[src/lsu_cfg.svh]
`ifndef LSU_CFG_SVH
`define LSU_CFG_SVH

// bus widths
`define LSU_ADDR_W 32
`define LSU_DATA_W 64
`define LSU_MASK_W (`LSU_DATA_W / 8)

// region map, scratchpad picked by addr[31:28]
`define LSU_PMEM_NIBBLE 4'h8
`define LSU_CLINT_BASE 32'h0200_0000
`define LSU_CLINT_END 32'h0200_FFFF

// timer register offsets inside the window
`define LSU_MTIMECMP_OFF 16'h4000
`define LSU_MTIME_OFF 16'hBFF8

`define LSU_SPAD_WORDS 256
`define LSU_TICK_DIV 4

`endif

[src/lsuOpPkg.sv]
package lsuOpPkg;

    // RV64 load/store func3, bit 2 marks the unsigned loads
    typedef enum logic [2:0] {
        LB  = 3'b000,
        LH  = 3'b001,
        LW  = 3'b010,
        LD  = 3'b011,
        LBU = 3'b100,
        LHU = 3'b101,
        LWU = 3'b110
    } funct3Type;

    typedef enum logic [1:0] {
        sizeByte, sizeHalf, sizeWord, sizeDouble
    } accessSizeType;

    typedef enum logic [1:0] {
        regionSpad, regionTimer, regionDevice
    } regionType;

    // size part of func3
    function automatic accessSizeType accessSize(funct3Type f3);
        return accessSizeType'(f3[1:0]);
    endfunction

    function automatic logic isUnsigned(funct3Type f3);
        return f3[2];
    endfunction

endpackage

[src/loadExtend.sv]
`timescale 1ns/1ps
`include "lsu_cfg.svh"

module loadExtend (
    input  logic [`LSU_DATA_W-1:0] loadWord,
    input  logic [2:0]             loadOffset,
    input  lsuOpPkg::funct3Type    loadFunc3,
    output logic [`LSU_DATA_W-1:0] wbData
);
    import lsuOpPkg::*;

    logic [`LSU_DATA_W-1:0] shifted;
    logic                   zeroExt;

    // addressed byte lane moved down to bit 0
    assign shifted = loadWord >> {loadOffset, 3'b000};
    assign zeroExt = isUnsigned(loadFunc3);

    always_comb begin
        case (accessSize(loadFunc3))
            sizeByte: begin
                wbData = {{56{shifted[7] && !zeroExt}}, shifted[7:0]};
            end
            sizeHalf: begin
                wbData = {{48{shifted[15] && !zeroExt}}, shifted[15:0]};
            end
            sizeWord: begin
                wbData = {{32{shifted[31] && !zeroExt}}, shifted[31:0]};
            end
            // LD is always aligned, whole word as is
            default: wbData = loadWord;
        endcase
    end

endmodule

[config.mk]
export PLATFORM = sky130hd
export DESIGN_NAME = loadExtend
export DESIGN_NICKNAME = d
export VERILOG_FILES = /design/src/lsuOpPkg.sv /design/src/loadExtend.sv
export VERILOG_INCLUDE_DIRS = /design/src /design/src/src
export SDC_FILE = /design/constraint.sdc
export NUM_CORES = 1
export LEC_CHECK = 0
export BUFFER_PORTS_ARGS = -buffer_cell sky130_fd_sc_hd__buf_2
export CAP_MARGIN = 20
export CORE_ASPECT_RATIO = 1.1
export CORE_MARGIN = 5
export CORE_UTILIZATION = 48
export DETAILED_ROUTE_END_ITERATION = 8
export PLACE_DENSITY = 0.84
export RECOVER_POWER = 50
export SYNTH_ARGS = -nofsm -noshare
export SYNTH_HDL_FRONTEND = slang
export SYNTH_SLANG_ARGS = --single-unit
[constraint.sdc]
create_clock -name vclk -period 4.2
set_clock_uncertainty 0.15 [all_clocks]
set_input_delay 1.26 -clock vclk [all_inputs]
set_output_delay 1.26 -clock vclk [all_outputs]
set_load 0.03 [all_outputs]
==> results.tsv <==
metric	value	unit
hold_viol	0	
tightestPinTransition	0.594	ns
dp.cells	576	
final_util	85.0	%
synth.net_count	442	
slew_violations	0	
cp_max_fo	8	
dpl_worst_slack	-0.284	ns
synth_largest_area_cell	mux2i_1	
fmax	225	MHz
fin_hold_ws	2.71	ns
yosysTopAreaCellShare	27.2	%
p_leak	2.26	nW
grtUsageTotal	34.5	%
setup_slack	-0.253	ns
ir_drop	110	uV
yosysWarnings	0	
seqCellArea	0	um^2
yosysSeqAreaShare	0	%
end_kind	output port	
rsz0062_at_grt	true	
avgSynthCellArea	6.81	um^2
final_common_cell	buf_2	
wire_per_inst	21.6	um
flops_and_latches	0	
final_cell_mix	73 x buf_2, 69 x mux2i_1, 63 x buf_4	
via_per_inst	6.80	
slew_headroom	60.1	%
power.total	0.733	mW
netlist_instances	372	
nets	598	
drtIter0Drc	459	
status	complete, but fails checks	
critPathLaunchType	input port	
grt_pass1_wl	19.3	mm
antennaDiodeCount	0	
wl	12.6	mm
maxCapViolations	0	
stdcell_count	584	
start_util	50.0	%
route.detailed.drc	0	
overflow	0	
routed-via-count	3970	
port-buffer-count	134	
io_pins	134	
clock_buffers	0	
dieArea	0.00684	mm^2
area_growth	69.8	%
core_area	0.00507	mm^2
synth.top_cells.by_area	mux2i_1 27%, nand2_1 8.4%, nand3_1 7.3%	
hold_path.class	in -> out	
drt_pass1_iterations	9	
hold_buffers	0	
crit_type	in -> out	
dieHeight	86.2	um
finalCritPeriodShare	106	%
worstPathRequired	2.79	ns
cellPowerDensity	170	mW/mm^2
grt_pass1_vias	3925	
synth.distinct_cells	35	
die_w	79.3	um
fin_area	0.00431	mm^2
ant_nets	0	
cp.arrival	3.04	ns
syn-cell-area	0.00253	mm^2
tns	-10.28	ns
drive_above_1_share	50.6	%
num_rows	27	
antenna_found_initial	0	
hpwl	8.71	mm
finalCriticalPeriod	4.45	ns
gp_congestion	0.998	
place_area	0.00373	mm^2
setup_viol	56	
failed_checks	negative setup slack	
grt_start_max_net_pins	37	
[kinds of logic after synthesis]
| logic type | share of synthesized area [%] |
|---|---|
| simple gates | 25.3 |
| compound gates | 26.4 |
| mux | 39.4 |
| buf+inv | 8.93 |
[cell type report]
class                           instances  area, um^2
Multi-Input combinational cell        327        2610
Timing Repair Buffer                  197        1620
Fill cell                             291         762
Tap cell                               58        72.6
Inverter                                2        7.51
[layer usage]
metal	global-route usage [%]	routed length (um)	vias to the layer above
met4	13.4	620	0
met1	45.3	4640	1812
met3	6.13	1470	88
met2	56.1	5900	350
met5	0	0	-
li1	-	-	1720
[worst max-delay path, stage by stage]
cell and delay, ns:
buf_12 0.11, mux2_4 0.29, mux4_2 0.53, a32oi_4 0.24, buf_4 0.17, buf_6 0.13, a21oi_1 0.11, buf_4 0.19
[timing repair]
item | in CTS | in global routing
pin swaps | 1 | 1
buffers inserted | 7 | 0
gates cloned | 3 | 1
setup endpoints to repair | 57 | 60
gates resized for setup | 117 | 25
[path summary, 6_finish.rpt]
kind  slack (ns)         end  depth (start not counted)          start
min         2.71  wbData[10]                          4   loadWord[10]
max        -0.25  wbData[31]                          8  loadOffset[0]
[cells in the mapped netlist (all sizes together)]
cell,instances
a32oi,1
nand2b,11
or2,1
mux4,8
clkinv,1
and2,1
a211o,4
o22ai,12
o31ai,9
o221ai,8
mux2,11
a311oi,4
o21ai,19
o211ai,8
buf,22
a31oi,4
nand3,37
a21oi,16
a21o,1
nor2b,7
nand2,57
a221oi,7
inv,1
mux2i,69
nor2,23
a22oi,4
nor3,3
clkbuf,21
nor3b,2
[report_power, final]
part	leakage [nW]	internal, mW	total, mW	switching, mW
combinational	2.26	0.317	0.733	0.416
sequential	0	0	0	0
clock	0	0	0	0
No activity file was read; power rests on OpenSTA's default activity.
