File: src/lsu_cfg.svh
`ifndef LSU_CFG_SVH
`define LSU_CFG_SVH

// bus widths
`define LSU_ADDR_W 32
`define LSU_DATA_W 64
`define LSU_MASK_W (`LSU_DATA_W / 8)

// region map, scratchpad picked by addr[31:28]
`define LSU_PMEM_NIBBLE 4'h8
`define LSU_CLINT_BASE 32'h0200_0000
`define LSU_CLINT_END 32'h0200_FFFF

// timer register offsets inside the window
`define LSU_MTIMECMP_OFF 16'h4000
`define LSU_MTIME_OFF 16'hBFF8

`define LSU_SPAD_WORDS 256
`define LSU_TICK_DIV 4

`endif

File: src/memReqIf.sv
`timescale 1ns/1ps
`include "lsu_cfg.svh"

interface memReqIf;

    // request side, held stable by the controller until the next operation
    logic                   reqValid;
    logic                   write;
    logic [`LSU_ADDR_W-1:0] addr;
    logic [`LSU_DATA_W-1:0] wdata;
    logic [`LSU_MASK_W-1:0] wmask;

    // response side, only meaningful while respDone is high
    logic                   respDone;
    logic [`LSU_DATA_W-1:0] rdata;
    logic                   respErr;

    modport controller (
        output reqValid, write, addr, wdata, wmask,
        input  respDone, rdata, respErr
    );

    modport target (
        input  reqValid, write, addr, wdata, wmask,
        output respDone, rdata, respErr
    );

endinterface

File: src/clintTimer.sv
`timescale 1ns/1ps
`include "lsu_cfg.svh"

module clintTimer (
    input  logic    clock,
    input  logic    reset,
    memReqIf.target bus,
    output logic    timerIrq
);
    localparam int PRESCALE_W = $clog2(`LSU_TICK_DIV);

    logic [PRESCALE_W-1:0]  prescale;
    logic                   tick;
    logic [`LSU_DATA_W-1:0] mtime;
    logic [`LSU_DATA_W-1:0] mtimecmp;
    logic [15:0]            offset;

    function automatic logic [`LSU_DATA_W-1:0] mergeBytes(
        input logic [`LSU_DATA_W-1:0] oldWord,
        input logic [`LSU_DATA_W-1:0] newWord,
        input logic [`LSU_MASK_W-1:0] mask
    );
        logic [`LSU_DATA_W-1:0] merged;
        merged = oldWord;
        for (int i = 0; i < `LSU_MASK_W; i++) begin
            if (mask[i]) merged[i*8 +: 8] = newWord[i*8 +: 8];
        end
        return merged;
    endfunction

    assign offset = bus.addr[15:0];
    assign tick   = prescale == PRESCALE_W'(`LSU_TICK_DIV - 1);

    always_ff @(posedge clock) begin
        if (reset) begin
            prescale     <= '0;
            mtime        <= '0;
            mtimecmp     <= '1;
            timerIrq     <= 1'b0;
            bus.respDone <= 1'b0;
        end else begin
            prescale <= tick ? '0 : prescale + 1'b1;
            if (tick) mtime <= mtime + 1'b1;
            // a software write overrides the tick in the same cycle
            if (bus.reqValid && bus.write) begin
                if (offset == `LSU_MTIME_OFF) mtime <= mergeBytes(mtime, bus.wdata, bus.wmask);
                if (offset == `LSU_MTIMECMP_OFF) begin
                    mtimecmp <= mergeBytes(mtimecmp, bus.wdata, bus.wmask);
                end
            end
            timerIrq     <= mtime >= mtimecmp;
            bus.respDone <= bus.reqValid;
        end
    end

    always_ff @(posedge clock) begin
        if (bus.reqValid) begin
            case (offset)
                `LSU_MTIME_OFF:    bus.rdata <= mtime;
                `LSU_MTIMECMP_OFF: bus.rdata <= mtimecmp;
                default:           bus.rdata <= '0;
            endcase
        end
    end

    assign bus.respErr = 1'b0;

    // fixed single-cycle answer, controller latency depends on it
    assert property (@(posedge clock) disable iff (reset)
        bus.respDone == $past(bus.reqValid));

endmodule

File: src/flat_wrapper.sv
// flat-port wrapper written by rule: the top's interface ports become plain ports
module clintTimer_flat 
  (clock, reset, timerIrq, bus_reqValid, bus_write, bus_addr, bus_wdata, bus_wmask, bus_respDone, bus_rdata, bus_respErr);
  memReqIf bus_i ();
  input  logic clock;
  input  logic reset;
  output logic timerIrq;
  input wire logic [$bits(bus_i.reqValid)-1:0] bus_reqValid;
  input wire logic [$bits(bus_i.write)-1:0] bus_write;
  input wire logic [$bits(bus_i.addr)-1:0] bus_addr;
  input wire logic [$bits(bus_i.wdata)-1:0] bus_wdata;
  input wire logic [$bits(bus_i.wmask)-1:0] bus_wmask;
  output wire logic [$bits(bus_i.respDone)-1:0] bus_respDone;
  output wire logic [$bits(bus_i.rdata)-1:0] bus_rdata;
  output wire logic [$bits(bus_i.respErr)-1:0] bus_respErr;
  assign bus_i.reqValid = bus_reqValid;
  assign bus_i.write = bus_write;
  assign bus_i.addr = bus_addr;
  assign bus_i.wdata = bus_wdata;
  assign bus_i.wmask = bus_wmask;
  assign bus_respDone = bus_i.respDone;
  assign bus_rdata = bus_i.rdata;
  assign bus_respErr = bus_i.respErr;
  clintTimer u_core (.clock(clock), .reset(reset), .bus(bus_i), .timerIrq(timerIrq));
endmodule
File: config.mk
export PLATFORM = sky130hd
export DESIGN_NAME = clintTimer_flat
export DESIGN_NICKNAME = d
export VERILOG_FILES = /design/src/memReqIf.sv /design/src/clintTimer.sv /design/src/flat_wrapper.sv
export VERILOG_INCLUDE_DIRS = /design/src /design/src/src
export SDC_FILE = /design/constraint.sdc
export NUM_CORES = 1
export LEC_CHECK = 0
export ABC_AREA = 0
export BUFFER_PORTS_ARGS = -buffer_cell sky130_fd_sc_hd__buf_4
export CORE_AREA = 5 5 156 188
export CTS_CLUSTER_DIAMETER = 60
export DETAILED_ROUTE_END_ITERATION = 10
export DIE_AREA = 0 0 161 193
export SYNTH_ARGS = -nofsm -noshare
export SYNTH_HDL_FRONTEND = slang
export SYNTH_SLANG_ARGS = --single-unit
File: constraint.sdc
create_clock -name clock -period 2.45 [get_ports clock]
set_input_delay 0.1225 -clock clock [delete_from_list [all_inputs] [get_ports clock]]
set_output_delay 0.1225 -clock clock [all_outputs]
set_load 0.005 [all_outputs]
==> impl_metrics.csv <==
group,metric,value,unit
drt,vias,10200,
drt,initialDrtViolationCount,662,
global_route,grt_use_total,21.5,%
placement,port_buffers,157,
critical_path,end_kind,"flip-flop",
synthesis,synth-main-ff-cell,"dfxtp_1",
placement,gp_congestion,0.885,
cts,clk_latency,0.46,ns
floorplanning,dieHeight,193,um
finish,syn_to_final_growth,29.5,%
synthesis,synth-edff-count,64,
synthesis,yosys_warnings,0,
cts,cts.clk_slew.worst_paths,0.08,ns
drt,avgRoutedWirePerCell,18.8,um
drt,dr.max_layer_used,"met4",
global_route,grt_max_degree,46,
timing,skew,0.0169,ns
finish,seqCellArea,4560,um2
synthesis,syn_area_per_cell,9.25,um2
power_and_ir_drop,vdd.ir_drop.worst,0.000436,V
drt,drcViolationCount,0,
timing,grt_setup_unrepaired,"false",
hold_path,min_path_type,"in2reg",
critical_path,path_max_fanout,20,
power_and_ir_drop,leakagePower,6.27,nW
cts,cts_max_level,4,
synthesis,synth_top_area_share,24.1,%
timing,fin_tns_setup,0,ns
timing,relSlewSlack,61.3,%
power_and_ir_drop,power_density,475,nW/um2
power_and_ir_drop,power.total,6.74,mW
synthesis,ys_top_cells_by_area,"dfxtp_1 24%, edfxtp_1 18%, ha_1 7.5%, o211ai_1 5.1%, a22o_1 5.0%",
finish,n_antenna_cell,0,
synthesis,yosysSeqAreaShare,41.7,%
global_route,grt_pass1_vias,10100,
synthesis,yosysTopAreaCell,"dfxtp_1",
critical_path,cp-start-kind,"flip-flop",
drt,drt-vias-per-instance,5.70,
drt,drt_first_pass_iters,5,
global_route,gr-total-overflow,0,
cts,clock_path_buffers,2,
timing,max_freq,429,MHz
timing,drv_slew,0,
synthesis,synth.cell_area,11000,um2
cts,cts.sinks,196,
finish,layout-drive-gt1-share,22.3,%
drt,wl_met2,17000,um
synthesis,netlist_instances,1185,
timing,tightest_slew,0.581,ns
timing,fin_ws,0.119,ns
run,drv_cap,0,
placement,place_hpwl,24800,um
synthesis,ys_seq_elements,196,
synthesis,ys_async_sr_fraction,0,%
drt,antenna_left,0,
drt,dr_wl_met3,1400,um
placement,place_ws,0.0276,ns
timing,finalCritPeriodShare,95.2,%
timing,period_needed,2.33,ns
floorplanning,die_area,31100,um2
global_route,grt_pass1_wl,53300,um
critical_path,critPathArrivalTime,2.74,ns
cts,cts_inserted_buffers,17,
cts,root_buffer,"clkbuf_16",
synthesis,syn-num-nets,1359,
floorplanning,core_area,27500,um2
floorplanning,chipWidth,161,um
critical_path,cp.required,2.86,ns
cts,cts_tree,"yes",
finish,multi_input_comb_area,5760,um2
run_status,outcome,"finished, final reports clean",
timing,finalSetupViolations,0,
finish,final_util,51.6,%
timing,hold_viol_final,0,
floorplanning,rows,67,
drt,routed_wl,33700,um
finish,nets,1612,
floorplanning,num_io_pins,175,
finish,fillers,2576,
floorplanning,initial_core_util,39.9,%
critical_path,path_class,"reg2reg",
drt,wl_met1,14200,um
global_route,antenna_found_initial,0,
synthesis,yosys.cell_types.count,81,
per-layer routing:
layer	vias up	track usage (%)
li1	4977	-
met1	4909	25.9
met2	274	39.1
met3	70	3.17
met4	0	8.20
met5	-	0
worst paths after layout:
check | from | endpoint | slack, ns | depth (start not counted)
max | u_core.prescale[0] | u_core.mtime[55] | 0.12 | 8
min | bus_wmask[2] | u_core.mtime[23] | 0.02 | 4
max reg2reg | u_core.prescale[0] | u_core.mtime[55] | 0.12 | 8
min reg2reg | u_core.prescale[0] | u_core.prescale[0] | 0.43 | 1
power breakdown:
part / internal (mW) / switching, mW
Clock: 1.46 / 1.42
Sequential: 3.38 / 0.0143
Combinational: 0.250 / 0.221
layout by cell type (no fill, tap or decap), types with 10 or more instances in the layout:
| master | n |
|---|---|
| nand2_1 | 129 |
| a21oi_1 | 51 |
| and3_1 | 30 |
| edfxtp_1 | 64 |
| dfxtp_1 | 132 |
| o211ai_1 | 74 |
| a22o_1 | 63 |
| buf_4 | 242 |
| ha_1 | 66 |
| a31oi_1 | 26 |
| nand4_1 | 38 |
| inv_1 | 73 |
| nor3_1 | 16 |
| mux2i_1 | 11 |
| nor4_1 | 15 |
| nand3_1 | 53 |
| dlygate4sd3_1 | 65 |
| clkbuf_16 | 17 |
| and2_1 | 15 |
| o21ai_0 | 25 |
| a211oi_1 | 22 |
| nor2_1 | 47 |
| xor2_1 | 11 |
| or3_1 | 10 |
cell families (layout without fill, tap and decap cells):
kind of cell | Yosys count | after routing | synth area share, %
multiplexers | 13 | 13 | 1.21
AND/OR/NAND/NOR | 425 | 425 | 21.5
other | 1 | 1 | 0.0342
flip-flops | 196 | 196 | 41.7
XOR/XNOR | 15 | 15 | 1.20
AO/OA/AOI/OAI | 317 | 317 | 20.7
adder cells (fa/ha/maj) | 66 | 66 | 7.54
buffers and inverters | 152 | 418 | 6.13
critical path, cell delays in order, from the launching register on:
cell	delay, ns
dfxtp_1	0.34
ha_1	0.25
and4_4	0.28
nand3_2	0.14
nor4b_4	0.33
buf_12	0.20
nand3_2	0.15
or4_1	0.49
nand3_1	0.09
synth_stat cells (16+ instances only):
master / count
a21oi_1: 51
and2_1: 16
edfxtp_1: 64
nor4_1: 17
a22o_1: 63
a211oi_1: 22
o21ai_0: 25
clkbuf_1: 39
nand3_1: 53
inv_1: 74
nor2_1: 47
and3_1: 31
nand4_1: 38
dfxtp_1: 132
ha_1: 66
nor3_1: 16
a31oi_1: 26
nand2_1: 129
o211ai_1: 74
buf_2: 16
through the flow:
step	instance area [um2]	std cells	hold WS, ns
after CTS	14200	1796	0.00520
after floorplan	11000	1185	0.235
after global routing	14200	1796	0.0259
after detailed placement	12900	1699	0.365
final	14200	1796	0.0183
after global placement	12900	1699	0.360
layout make-up:
type,instances,area share [%]
timing repair buffer,312,18.1
clock buffer,17,3.00
clock inverter,15,1.16
multi-input combinational,837,40.6
inverter,74,1.96
tap,345,3.04
sequential,196,32.2
registers in the layout, indices dropped and copies added (netlist names):
signal	cells
u_core.timerIrq	1
u_core.mtime	64
u_core.bus.respDone	1
u_core.prescale	2
u_core.mtimecmp	64
u_core.bus.rdata	64
what timing repair did:
action | 4_1_cts | 5_1_grt
endpoints found under the hold margin | 101 | 0
setup endpoints to repair | 0 | 8
hold buffers | 65 | 0
resized for setup | 0 | 7
buffers inserted | 0 | 0
No activity file was read; power rests on OpenSTA's default activity.
