## src/lsu_cfg.svh

```systemverilog
`ifndef LSU_CFG_SVH
`define LSU_CFG_SVH

// bus widths
`define LSU_ADDR_W 32
`define LSU_DATA_W 64
`define LSU_MASK_W (`LSU_DATA_W / 8)

// region map, scratchpad picked by addr[31:28]
`define LSU_PMEM_NIBBLE 4'h8
`define LSU_CLINT_BASE 32'h0200_0000
`define LSU_CLINT_END 32'h0200_FFFF

// timer register offsets inside the window
`define LSU_MTIMECMP_OFF 16'h4000
`define LSU_MTIME_OFF 16'hBFF8

`define LSU_SPAD_WORDS 256
`define LSU_TICK_DIV 4

`endif

```

## src/lsuBusPkg.sv

```systemverilog
package lsuBusPkg;

    // AXI response codes as they appear on rResp/bResp
    typedef enum logic [1:0] {
        OKAY   = 2'b00,
        EXOKAY = 2'b01,
        SLVERR = 2'b10,
        DECERR = 2'b11
    } axiRespType;

    // master channel sequencing
    typedef enum logic [1:0] {
        busIdle,
        busAddr,
        busData,
        busResp
    } axiStateType;

endpackage

```

## src/memReqIf.sv

```systemverilog
`timescale 1ns/1ps
`include "lsu_cfg.svh"

interface memReqIf;

    // request side, held stable by the controller until the next operation
    logic                   reqValid;
    logic                   write;
    logic [`LSU_ADDR_W-1:0] addr;
    logic [`LSU_DATA_W-1:0] wdata;
    logic [`LSU_MASK_W-1:0] wmask;

    // response side, only meaningful while respDone is high
    logic                   respDone;
    logic [`LSU_DATA_W-1:0] rdata;
    logic                   respErr;

    modport controller (
        output reqValid, write, addr, wdata, wmask,
        input  respDone, rdata, respErr
    );

    modport target (
        input  reqValid, write, addr, wdata, wmask,
        output respDone, rdata, respErr
    );

endinterface

```

## src/axiLiteMaster.sv

```systemverilog
`timescale 1ns/1ps
`include "lsu_cfg.svh"

module axiLiteMaster (
    input  logic                   clock,
    input  logic                   reset,
    memReqIf.target                bus,
    output logic                   arValid,
    input  logic                   arReady,
    output logic [`LSU_ADDR_W-1:0] arAddr,
    input  logic                   rValid,
    output logic                   rReady,
    input  logic [`LSU_DATA_W-1:0] rData,
    input  logic [1:0]             rResp,
    output logic                   awValid,
    input  logic                   awReady,
    output logic [`LSU_ADDR_W-1:0] awAddr,
    output logic                   wValid,
    input  logic                   wReady,
    output logic [`LSU_DATA_W-1:0] wData,
    output logic [`LSU_MASK_W-1:0] wStrb,
    input  logic                   bValid,
    output logic                   bReady,
    input  logic [1:0]             bResp
);
    import lsuBusPkg::*;

    axiStateType state;
    axiRespType  respCode;
    logic        awDone;
    logic        wDone;
    logic        awFinished;
    logic        wFinished;

    // aw and w may complete in either order
    assign awFinished = awDone || (awValid && awReady);
    assign wFinished  = wDone || (wValid && wReady);

    always_ff @(posedge clock) begin
        if (reset) begin
            state        <= busIdle;
            awDone       <= 1'b0;
            wDone        <= 1'b0;
            bus.respDone <= 1'b0;
        end else begin
            bus.respDone <= 1'b0;
            case (state)
                busIdle: if (bus.reqValid) state <= busAddr;
                busAddr: begin
                    if (!bus.write) begin
                        if (arReady) state <= busData;
                    end else if (awFinished && wFinished) begin
                        awDone <= 1'b0;
                        wDone  <= 1'b0;
                        state  <= busResp;
                    end else begin
                        awDone <= awFinished;
                        wDone  <= wFinished;
                    end
                end
                busData: begin
                    if (rValid) begin
                        bus.respDone <= 1'b1;
                        state        <= busIdle;
                    end
                end
                busResp: begin
                    if (bValid) begin
                        bus.respDone <= 1'b1;
                        state        <= busIdle;
                    end
                end
                default: state <= busIdle;
            endcase
        end
    end

    // response payload, captured as the handshake completes
    always_ff @(posedge clock) begin
        if (state == busData && rValid) begin
            bus.rdata <= rData;
            respCode  <= axiRespType'(rResp);
        end else if (state == busResp && bValid) begin
            respCode  <= axiRespType'(bResp);
        end
    end

    assign bus.respErr = respCode != OKAY;

    // the controller holds address and data stable for the whole access
    assign arValid = state == busAddr && !bus.write;
    assign awValid = state == busAddr && bus.write && !awDone;
    assign wValid  = state == busAddr && bus.write && !wDone;
    assign rReady  = state == busData;
    assign bReady  = state == busResp;
    assign arAddr  = bus.addr;
    assign awAddr  = bus.addr;
    assign wData   = bus.wdata;
    assign wStrb   = bus.wmask;

    assert property (@(posedge clock) disable iff (reset)
        arValid && !arReady |=> arValid);

endmodule

```

## src/flat_wrapper.sv

```systemverilog
// flat-port wrapper written by rule: the top's interface ports become plain ports
module axiLiteMaster_flat import lsuBusPkg::*;
  (clock, reset, arValid, arReady, arAddr, rValid, rReady, rData, rResp, awValid, awReady, awAddr, wValid, wReady, wData, wStrb, bValid, bReady, bResp, bus_reqValid, bus_write, bus_addr, bus_wdata, bus_wmask, bus_respDone, bus_rdata, bus_respErr);
  memReqIf bus_i ();
  input  logic clock;
  input  logic reset;
  output logic arValid;
  input  logic arReady;
  output logic [`LSU_ADDR_W-1:0] arAddr;
  input  logic rValid;
  output logic rReady;
  input  logic [`LSU_DATA_W-1:0] rData;
  input  logic [1:0] rResp;
  output logic awValid;
  input  logic awReady;
  output logic [`LSU_ADDR_W-1:0] awAddr;
  output logic wValid;
  input  logic wReady;
  output logic [`LSU_DATA_W-1:0] wData;
  output logic [`LSU_MASK_W-1:0] wStrb;
  input  logic bValid;
  output logic bReady;
  input  logic [1:0] bResp;
  input wire logic [$bits(bus_i.reqValid)-1:0] bus_reqValid;
  input wire logic [$bits(bus_i.write)-1:0] bus_write;
  input wire logic [$bits(bus_i.addr)-1:0] bus_addr;
  input wire logic [$bits(bus_i.wdata)-1:0] bus_wdata;
  input wire logic [$bits(bus_i.wmask)-1:0] bus_wmask;
  output wire logic [$bits(bus_i.respDone)-1:0] bus_respDone;
  output wire logic [$bits(bus_i.rdata)-1:0] bus_rdata;
  output wire logic [$bits(bus_i.respErr)-1:0] bus_respErr;
  assign bus_i.reqValid = bus_reqValid;
  assign bus_i.write = bus_write;
  assign bus_i.addr = bus_addr;
  assign bus_i.wdata = bus_wdata;
  assign bus_i.wmask = bus_wmask;
  assign bus_respDone = bus_i.respDone;
  assign bus_rdata = bus_i.rdata;
  assign bus_respErr = bus_i.respErr;
  axiLiteMaster u_core (.clock(clock), .reset(reset), .bus(bus_i), .arValid(arValid), .arReady(arReady), .arAddr(arAddr), .rValid(rValid), .rReady(rReady), .rData(rData), .rResp(rResp), .awValid(awValid), .awReady(awReady), .awAddr(awAddr), .wValid(wValid), .wReady(wReady), .wData(wData), .wStrb(wStrb), .bValid(bValid), .bReady(bReady), .bResp(bResp));
endmodule
```

## config.mk

```make
export PLATFORM = sky130hd
export DESIGN_NAME = axiLiteMaster_flat
export DESIGN_NICKNAME = d
export VERILOG_FILES = /design/src/lsuBusPkg.sv /design/src/memReqIf.sv /design/src/axiLiteMaster.sv /design/src/flat_wrapper.sv
export VERILOG_INCLUDE_DIRS = /design/src /design/src/src
export SDC_FILE = /design/constraint.sdc
export NUM_CORES = 1
export LEC_CHECK = 0
export BUFFER_PORTS_ARGS = -buffer_cell sky130_fd_sc_hd__buf_2
export CORE_AREA = 5 5 146 148
export CTS_BUF_LIST = sky130_fd_sc_hd__clkbuf_4 sky130_fd_sc_hd__clkbuf_8
export DETAILED_ROUTE_END_ITERATION = 6
export DIE_AREA = 0 0 151 153
export GPL_ROUTABILITY_DRIVEN = 0
export PLACE_DENSITY = 0.44
export SLEW_MARGIN = 0
export SYNTH_ARGS = -nofsm -noshare
export SYNTH_HDL_FRONTEND = slang
export SYNTH_SLANG_ARGS = --single-unit
```

## constraint.sdc

```tcl
create_clock -name clock -period 3.4 [get_ports clock]
set_input_delay 0.68 -clock clock [delete_from_list [all_inputs] [get_ports clock]]
set_output_delay 0.68 -clock clock [all_outputs]
set_load 0.05 [all_outputs]
```

==> results_dict.tcl, run 1 <==
set metrics [dict create \
    outcome "completed" \
    reg2reg_slack_ps 1370 \
    ys_ff_latch 71 \
    worst_pin_slew_ps 611 \
    dieWidth_um 151 \
    cts_resized 0 \
    grt-ovfl-total 0 \
    dp_hpwl_um 9180 \
    p_leak_nw 1.43 \
    r2r-end "u_core.bus.rdata[11]$_DFFE_PP_" \
    startpoint_type "flop" \
    grt_max_degree 30 \
    syn_avg_cell_area_sq_um 13.9 \
    synth_fp_nets 420 \
    antenna_found_initial 0 \
    drc 0 \
    cp.arrival_ps 1400 \
    hold_viol_final 0 \
    post-cts-setup-buffers 0 \
    ys.warnings.count 0 \
    criticalPathCategory "reg -> out" \
    io_pins 388 \
    netlist_area_sq_um 3320 \
    fill_cells 2187 \
    fmax_ghz 0.480 \
    ctsHoldBuffers 0 \
    finalSetupTns_ps 0 \
    start_util_pct 16.7 \
    drive_gt1_share_pct 65.2 \
    grt_pass1_wl_um 13400 \
    area_growth_pct 7.61 \
    dpl_worst_slack_ps 1240 \
    synth_cells 239 \
    rsz0062_at_grt "false" \
    period_minus_slack_ps 2080 \
    worst_ep_required_time_ps 2720 \
    wl_per_cell_um 19.9 \
    ant_nets 0 \
    min_path_type "in -> reg" \
    coreArea_sq_um 19900 \
    cp_max_fo 9 \
    io_buffers 147 \
    num_rows 52 \
    fin_ws_ps 1320 \
    grt_pass1_vias 1767 \
    finalNetCount 443 \
    htreeDepth 3 \
    vias_per_cell 3.25 \
    cts_tree "built" \
    maxCapViolations 0 \
    routed-via-count 1746 \
    drtPass1Iterations 2 \
    place_inst 521 \
    die_area_sq_um 23100 \
    drv_slew 0 \
    cp-endpoint "awValid" \
    clk_pin_slew_worst_paths_ps 80 \
    rr_worst_depth 4 \
    grt_usage_pct 8.31 \
    fin_crit_sh_pct 61.3 \
    drt-initial-drc-count 34 \
    cp-startpoint "u_core.state[0]$_SDFFE_PP0P_" \
    cp-end-kind "output port" \
    clk_latency_ps 330 \
    cts_buffer_depth 2 \
    fin_skew_ps 10.4 \
    cts-root-buf "clkbuf_8" \
    ir_drop_mv 0.177 \
    setup_viol 0 \
    relSlewSlack_pct 59.2 \
    finalWirelength_um 10700 \
    power.density_nw_per_um2 495 \
    die_h_um 153 \
    hold_path_depth 1 \
    layoutNonFillerInstCount 537 \
    diodes 0 \
    clkSinkCount 71 \
    synth_cell_types 21 \
    cts_inserted_buffers 9 \
    ys_seq_area_share_pct 62.7 \
    rr_startpoint "u_core.state[1]$_SDFFE_PP0P_" \
]
## cells in the mapped netlist
cell	instances	area [sq um]
buf_4	137	1030
edfxtp_1	66	1980
nor2_1	7	26.3
dfxtp_1	5	100
a21oi_1	4	20.0
nor3_1	3	15.0
inv_1	2	7.51
mux2_2	2	22.5
a2bb2oi_1	1	8.76
and2_2	1	7.51
and3b_2	1	10.0
and4bb_2	1	12.5
mux2i_1	1	10.0
nand2_1	1	3.75
nand3b_4	1	20.0
nor2b_1	1	6.26
nor2b_2	1	8.76
nor2b_4	1	13.8
nor3b_1	1	7.51
or2_2	1	6.26
or3_1	1	6.26
## registers in the layout (all words and copies together) (netlist names)
signal               flops
u_core.bus.rdata        64
u_core.respCode          2
u_core.state             2
u_core.awDone            1
u_core.bus.respDone      1
u_core.wDone             1
## metrics by stage
| stage | instance area [sq um] | total power [mW] | hold slack (ps) | utilization (%) |
|---|---|---|---|---|
| 6_report | 3580 | 1.77 | 518 | 18.0 |
| 5_1_grt | 3580 | 1.85 | 486 | 18.0 |
| 4_1_cts | 3580 | 1.80 | 491 | 18.0 |
| 3_5_place_dp | 3380 | 1.15 | 519 | 17.0 |
| 3_3_place_gp | 3380 | 1.15 | 518 | 17.0 |
| 2_1_floorplan | 3320 | 1.51 | 495 | - |
## where the power goes
part | total (mW) | switching (mW) | internal [mW] | leakage (nW)
Clock | 0.644 | 0.300 | 0.344 | 0.101
Combinational | 0.144 | 0.0910 | 0.0527 | 0.694
Sequential | 0.982 | 0.00930 | 0.973 | 0.636
Total | 1.77 | 0.400 | 1.37 | 1.43
## final cells by class
type                    count  area [sq um]  area share (%)
flip-flops and latches     71          2080            58.2
repair buffers            149           751            21.0
well taps                 270           338            9.45
multi-input cells          29           205            5.74
clock buffers              10           131            3.67
clock inverters             6          61.3            1.71
inverters                   2          7.51           0.210
## logic make-up (layout without fill, tap and decap cells)
| kind of cell | count (synthesis) | after routing | share of synthesized area, % |
|---|---|---|---|
| buffers and inverters | 139 | 167 | 31.2 |
| DFF | 71 | 71 | 62.7 |
| and+or+nand+nor | 21 | 21 | 4.33 |
| AOI/OAI and AO/OA | 5 | 5 | 0.866 |
| muxes | 3 | 3 | 0.979 |
## layer usage
layer  GRT usage, %  wire length, um  up-vias
met4           5.44              553        0
li1               -                -      713
met2           13.0             4680      257
met3           8.35             2750       61
met1           6.11             2730      715
met5           1.09                0        -
## worst min path at each step
stage                                                end  slack [ps]                       start
final                     u_core.bus.rdata[57]$_DFFE_PP_         520                   rData[57]
after detailed placement      u_core.awDone$_SDFFE_PP0N_         520  u_core.awDone$_SDFFE_PP0N_
after CTS                 u_core.bus.rdata[60]$_DFFE_PP_         490                   rData[60]
after global routing       u_core.bus.rdata[7]$_DFFE_PP_         490                    rData[7]
after global placement        u_core.awDone$_SDFFE_PP0N_         520  u_core.awDone$_SDFFE_PP0N_
after floorplan               u_core.awDone$_SDFFE_PP0N_         500  u_core.awDone$_SDFFE_PP0N_
## cells in the final DEF (no fill, tap or decap), types with 2 or more instances in the layout
cell type	count
nor3_1	3
dfxtp_1	5
clkinv_4	2
nor2_1	7
clkinv_2	2
buf_4	2
a21oi_1	4
edfxtp_1	66
clkbuf_8	9
mux2_2	2
buf_2	147
## critical path, cell delays in order (launching register included)
cell      delay, ps
dfxtp_1         560
nand3b_4        140
nor2_1          100
buf_2           270
(Power assumes the default switching activity.)
==> inputs of run 2 (changes only) <==
Settings changed: PLACE_DENSITY 0.44 to 0.46.
Clock period 3.4 ns to 1.75 ns, I/O delays scaled along.
==> results_dict.tcl, run 2 (synthesis gave the netlist of run 1 again) <==
set metrics [dict create \
    top_register "u_core.bus.rdata" \
    grt_usage_pct 8.24 \
    finalNetCount 443 \
    reg2reg_slack_ps 360 \
    die_h_um 153 \
    rr_startpoint "u_core.state[1]$_SDFFE_PP0P_" \
    maxCapViolations 0 \
    wl_per_cell_um 19.8 \
    drive_gt1_share_pct 67.0 \
    antenna_found_initial 0 \
    clkSinkCount 71 \
    rsz0062_at_grt "false" \
    hold_path_depth 1 \
    htreeDepth 3 \
    place_inst 521 \
    die_area_sq_um 23100 \
    largest_reg_flops 64 \
    drt-initial-drc-count 46 \
    setup_viol 0 \
    cp_max_fo 9 \
    relSlewSlack_pct 83.0 \
    fin_skew_ps 10.2 \
    io_buffers 147 \
    drc 0 \
    period_minus_slack_ps 1620 \
    worst_pin_slew_ps 249 \
    diodes 0 \
    min_path_type "in -> reg" \
    grt_pass1_vias 1824 \
    finalSetupTns_ps 0 \
    clk_pin_slew_worst_paths_ps 80 \
    drtPass1Iterations 4 \
    io_pins 388 \
    vias_per_cell 3.23 \
    final_core_util_pct 18.2 \
    power.density_nw_per_um2 994 \
    dpl_cell_area_sq_um 3410 \
    fmax_ghz 0.616 \
    layoutNonFillerInstCount 537 \
    post-cts-setup-buffers 0 \
    ctsHoldBuffers 0 \
    cts_resized 0 \
    cp-end-kind "output port" \
    cts_inserted_buffers 9 \
    coreArea_sq_um 19900 \
    rr_worst_depth 4 \
    layout.cells.most_common "buf_2" \
    cp.arrival_ps 1270 \
    grt_pass1_wl_um 13300 \
    num_rows 52 \
    area_growth_pct 9.19 \
    fin_crit_sh_pct 92.7 \
    drv_slew 0 \
    outcome "completed" \
    final_cell_mix "buf_2, edfxtp_1, clkbuf_8, nor2_1, a21oi_1" \
    fill_cells 2173 \
    hold_end "u_core.bus.rdata[43]$_DFFE_PP_" \
    clk_latency_ps 330 \
    ant_nets 0 \
    multiInputGateArea_sq_um 213 \
    grt-ovfl-total 0 \
    r2r-end "u_core.bus.rdata[27]$_DFFE_PP_" \
    hold_viol_final 0 \
    finalWirelength_um 10600 \
    stdcell_area_sq_um 3630 \
    p_leak_nw 1.44 \
    cts-root-buf "clkbuf_8" \
    routed-via-count 1735 \
    criticalPathCategory "reg -> out" \
    worst_ep_required_time_ps 1400 \
    seq_area_sq_um 2080 \
    whs_ps 187 \
    top_regs "u_core.bus.rdata x64, u_core.respCode x2, u_core.state x2" \
    grt_max_degree 53 \
    start_util_pct 16.7 \
    ir_drop_mv 0.282 \
    dieWidth_um 151 \
    startpoint_type "flop" \
    cts_tree "built" \
    worstHoldStart "rData[43]" \
    cts_buffer_depth 2 \
]
## run 2: cell types whose count changed in the layout (fill, tap and decap cells not counted), moves of 2 or more
cell | before | now
dfxtp_1 | 5 | 3
clkinv_4 | 2 | 0
clkinvlp_4 | 0 | 2
inv_6 | 0 | 2
dfxtp_2 | 0 | 2
## run 2: where the power goes
part	switching [mW]	internal, mW	total [mW]
Sequential	0.0183	1.89	1.91
Clock	0.607	0.807	1.41
Combinational	0.178	0.105	0.283
## run 2: how the worst max path moves through the flow
stage | to | slack, ps | start
floorplan | u_core.bus.rdata[0]$_DFFE_PP_ | -190 | u_core.state[0]$_SDFFE_PP0P_
global placement | u_core.bus.rdata[28]$_DFFE_PP_ | 400 | u_core.state[1]$_SDFFE_PP0P_
detailed placement | u_core.bus.rdata[22]$_DFFE_PP_ | 380 | u_core.state[1]$_SDFFE_PP0P_
CTS | awValid | 100 | u_core.state[0]$_SDFFE_PP0P_
global route | awValid | 50 | u_core.state[0]$_SDFFE_PP0P_
finish | awValid | 130 | u_core.state[0]$_SDFFE_PP0P_
## run 2: cell type report
cell class	count	share of cell area [%]
tap	270	9.31
clock buffer	9	3.41
multi-input combinational	29	5.86
sequential	71	57.4
inverter	2	0.310
timing repair buffer	149	21.0
clock inverter	7	2.62
## run 2: worst max-delay path: stages, from the launching register on
cell      delay (ps)
dfxtp_2          450
nand3b_4         120
nor2_1            90
buf_2            270
## run 2: metal layers
| metal | GRT usage [%] | share of wire [%] |
|---|---|---|
| met1 | 5.69 | 24 |
| met2 | 13.6 | 46 |
| met3 | 7.97 | 25 |
| met4 | 5.31 | 4.9 |
| met5 | 0.435 | 0 |
## run 2: per-stage QoR
stage	total power, mW	setup WS, ps
floorplan	2.94	-194
CTS	3.68	99.5
detailed placement	2.23	385
finish	3.61	127
global route	3.77	50.5
global placement	2.23	404
==> inputs of run 3 (changes only) <==
Settings changed: CORE_AREA 5 5 146 148 to 5 5 147 149, DIE_AREA 0 0 151 153 to 0 0 152 154, PLACE_DENSITY 0.46 to 0.58, SKIP_LAST_GASP set to 1.
Clock period 1.75 ns to 1.5 ns, I/O delays scaled along.
==> results_dict.tcl, run 3 (synthesis gave the netlist of run 1 again) <==
set metrics [dict create \
    criticalPathCategory "reg -> out" \
    cts_tree "built" \
    drv_slew 0 \
    final_cell_mix "buf_2, edfxtp_1, clkbuf_8, nor2_1" \
    die_h_um 154 \
    multiInputGateArea_sq_um 220 \
    startpoint_type "flop" \
    relSlewSlack_pct 83.3 \
    clkSinkCount 71 \
    grt-ovfl-total 0 \
    dr.max_layer_used "met5" \
    setup_viol 0 \
    cp_max_fo 6 \
    grt_max_degree 43 \
    io_pins 388 \
    ir_drop_mv 0.444 \
    dieWidth_um 152 \
    dpl_cell_area_sq_um 3420 \
    largest_reg_flops 64 \
    met2_length_um 4710 \
    layout.cells.most_common "buf_2" \
    dp_hpwl_um 8890 \
    cts-root-buf "clkbuf_8" \
    cts_inserted_buffers 9 \
    drc 0 \
    dpl_worst_slack_ps 144 \
    fin_crit_sh_pct 96.4 \
    clk_latency_ps 320 \
    p_leak_nw 1.45 \
    outcome "completed" \
    fin_skew_ps 5.76 \
    antenna_found_initial 2 \
    rsz0062_at_grt "true" \
    seq_area_sq_um 2090 \
    wirelength_met1_um 2560 \
    diodes 0 \
    stdcell_area_sq_um 3660 \
    htreeDepth 3 \
    wl_met3_um 2380 \
    io_buffers 147 \
    maxCapViolations 0 \
    period_minus_slack_ps 1450 \
    grt_pass1_wl_um 14200 \
    grt_pass1_vias 1886 \
    fin_ws_ps 53.5 \
    wl_per_cell_um 19.1 \
    area_growth_pct 10.3 \
    num_rows 52 \
    top_regs "u_core.bus.rdata x64, u_core.respCode x2, u_core.state x2" \
    grt_usage_pct 8.22 \
    vias_per_cell 3.27 \
    power.density_nw_per_um2 1100 \
    finalWirelength_um 10300 \
    cp.arrival_ps 1150 \
    ctsHoldBuffers 0 \
    cp-end-kind "output port" \
    worst_ep_required_time_ps 1200 \
    drt-initial-drc-count 63 \
    cts_buffer_depth 2 \
    fmax_ghz 0.691 \
    drive_gt1_share_pct 67.3 \
    worst_pin_slew_ps 243 \
    routed-via-count 1761 \
    drtPass1Iterations 4 \
    ant_nets 0 \
    start_util_pct 16.6 \
    fill_cells 2189 \
    min_path_type "in -> reg" \
    coreArea_sq_um 20000 \
    hold_viol_final 0 \
    die_area_sq_um 23400 \
    finalNetCount 445 \
    top_register "u_core.bus.rdata" \
    clk_pin_slew_worst_paths_ps 80 \
]
## run 3: what timing repair did
action,CTS,global route
buffers inserted,0,1
endpoints found under the setup margin,6,3
cloned,0,0
gates resized for setup,9,6
## run 3: metrics by stage
stage          TNS, ps  utilization [%]  std cells  hold slack, ps  total power, mW
2_1_floorplan   -28390                -        239             362             3.43
3_3_place_gp         0             17.1        522             478             2.61
3_5_place_dp         0             17.1        522             478             2.61
4_1_cts          -15.8             18.1        538             116             4.10
5_1_grt          -26.8             18.3        539             107             4.23
6_report             0             18.3        539             144             4.03
## run 3: area by class of cell
class | count | share of cell area, %
inverters | 2 | 0.307
repair buffers | 151 | 22.2
clock buffers | 10 | 3.58
well taps | 270 | 9.22
multi-input cells | 29 | 6.01
flip-flops and latches | 71 | 57.0
clock inverters | 6 | 1.67
## run 3: report_power, final
group	switching, mW	total, mW	internal [mW]
Clock	0.679	1.46	0.778
Combinational	0.214	0.349	0.135
Sequential	0.0206	2.23	2.20
## run 3: worst max-delay path, cell delays in order, from the launching register on
cell and delay (ps):
dfxtp_4 370, nand3b_4 180, nor2_2 110, buf_6 160
## run 3: path summary, 6_finish.rpt
path / cells past startpoint / slack, ps / from / to
min reg2reg: 2 / 550 / u_core.awDone$_SDFFE_PP0N_ / u_core.awDone$_SDFFE_PP0N_
min: 1 / 140 / rData[62] / u_core.bus.rdata[62]$_DFFE_PP_
max reg2reg: 4 / 200 / u_core.state[1]$_SDFFE_PP0P_ / u_core.bus.rdata[11]$_DFFE_PP_
max: 3 / 50 / u_core.state[1]$_SDFFE_PP0P_ / wValid
## run 3: layer usage
metal,global-route usage [%],vias to the layer above
li1,-,720
met5,1.86,-
met3,8.74,68
met1,5.89,738
met2,12.9,231
met4,5.05,4
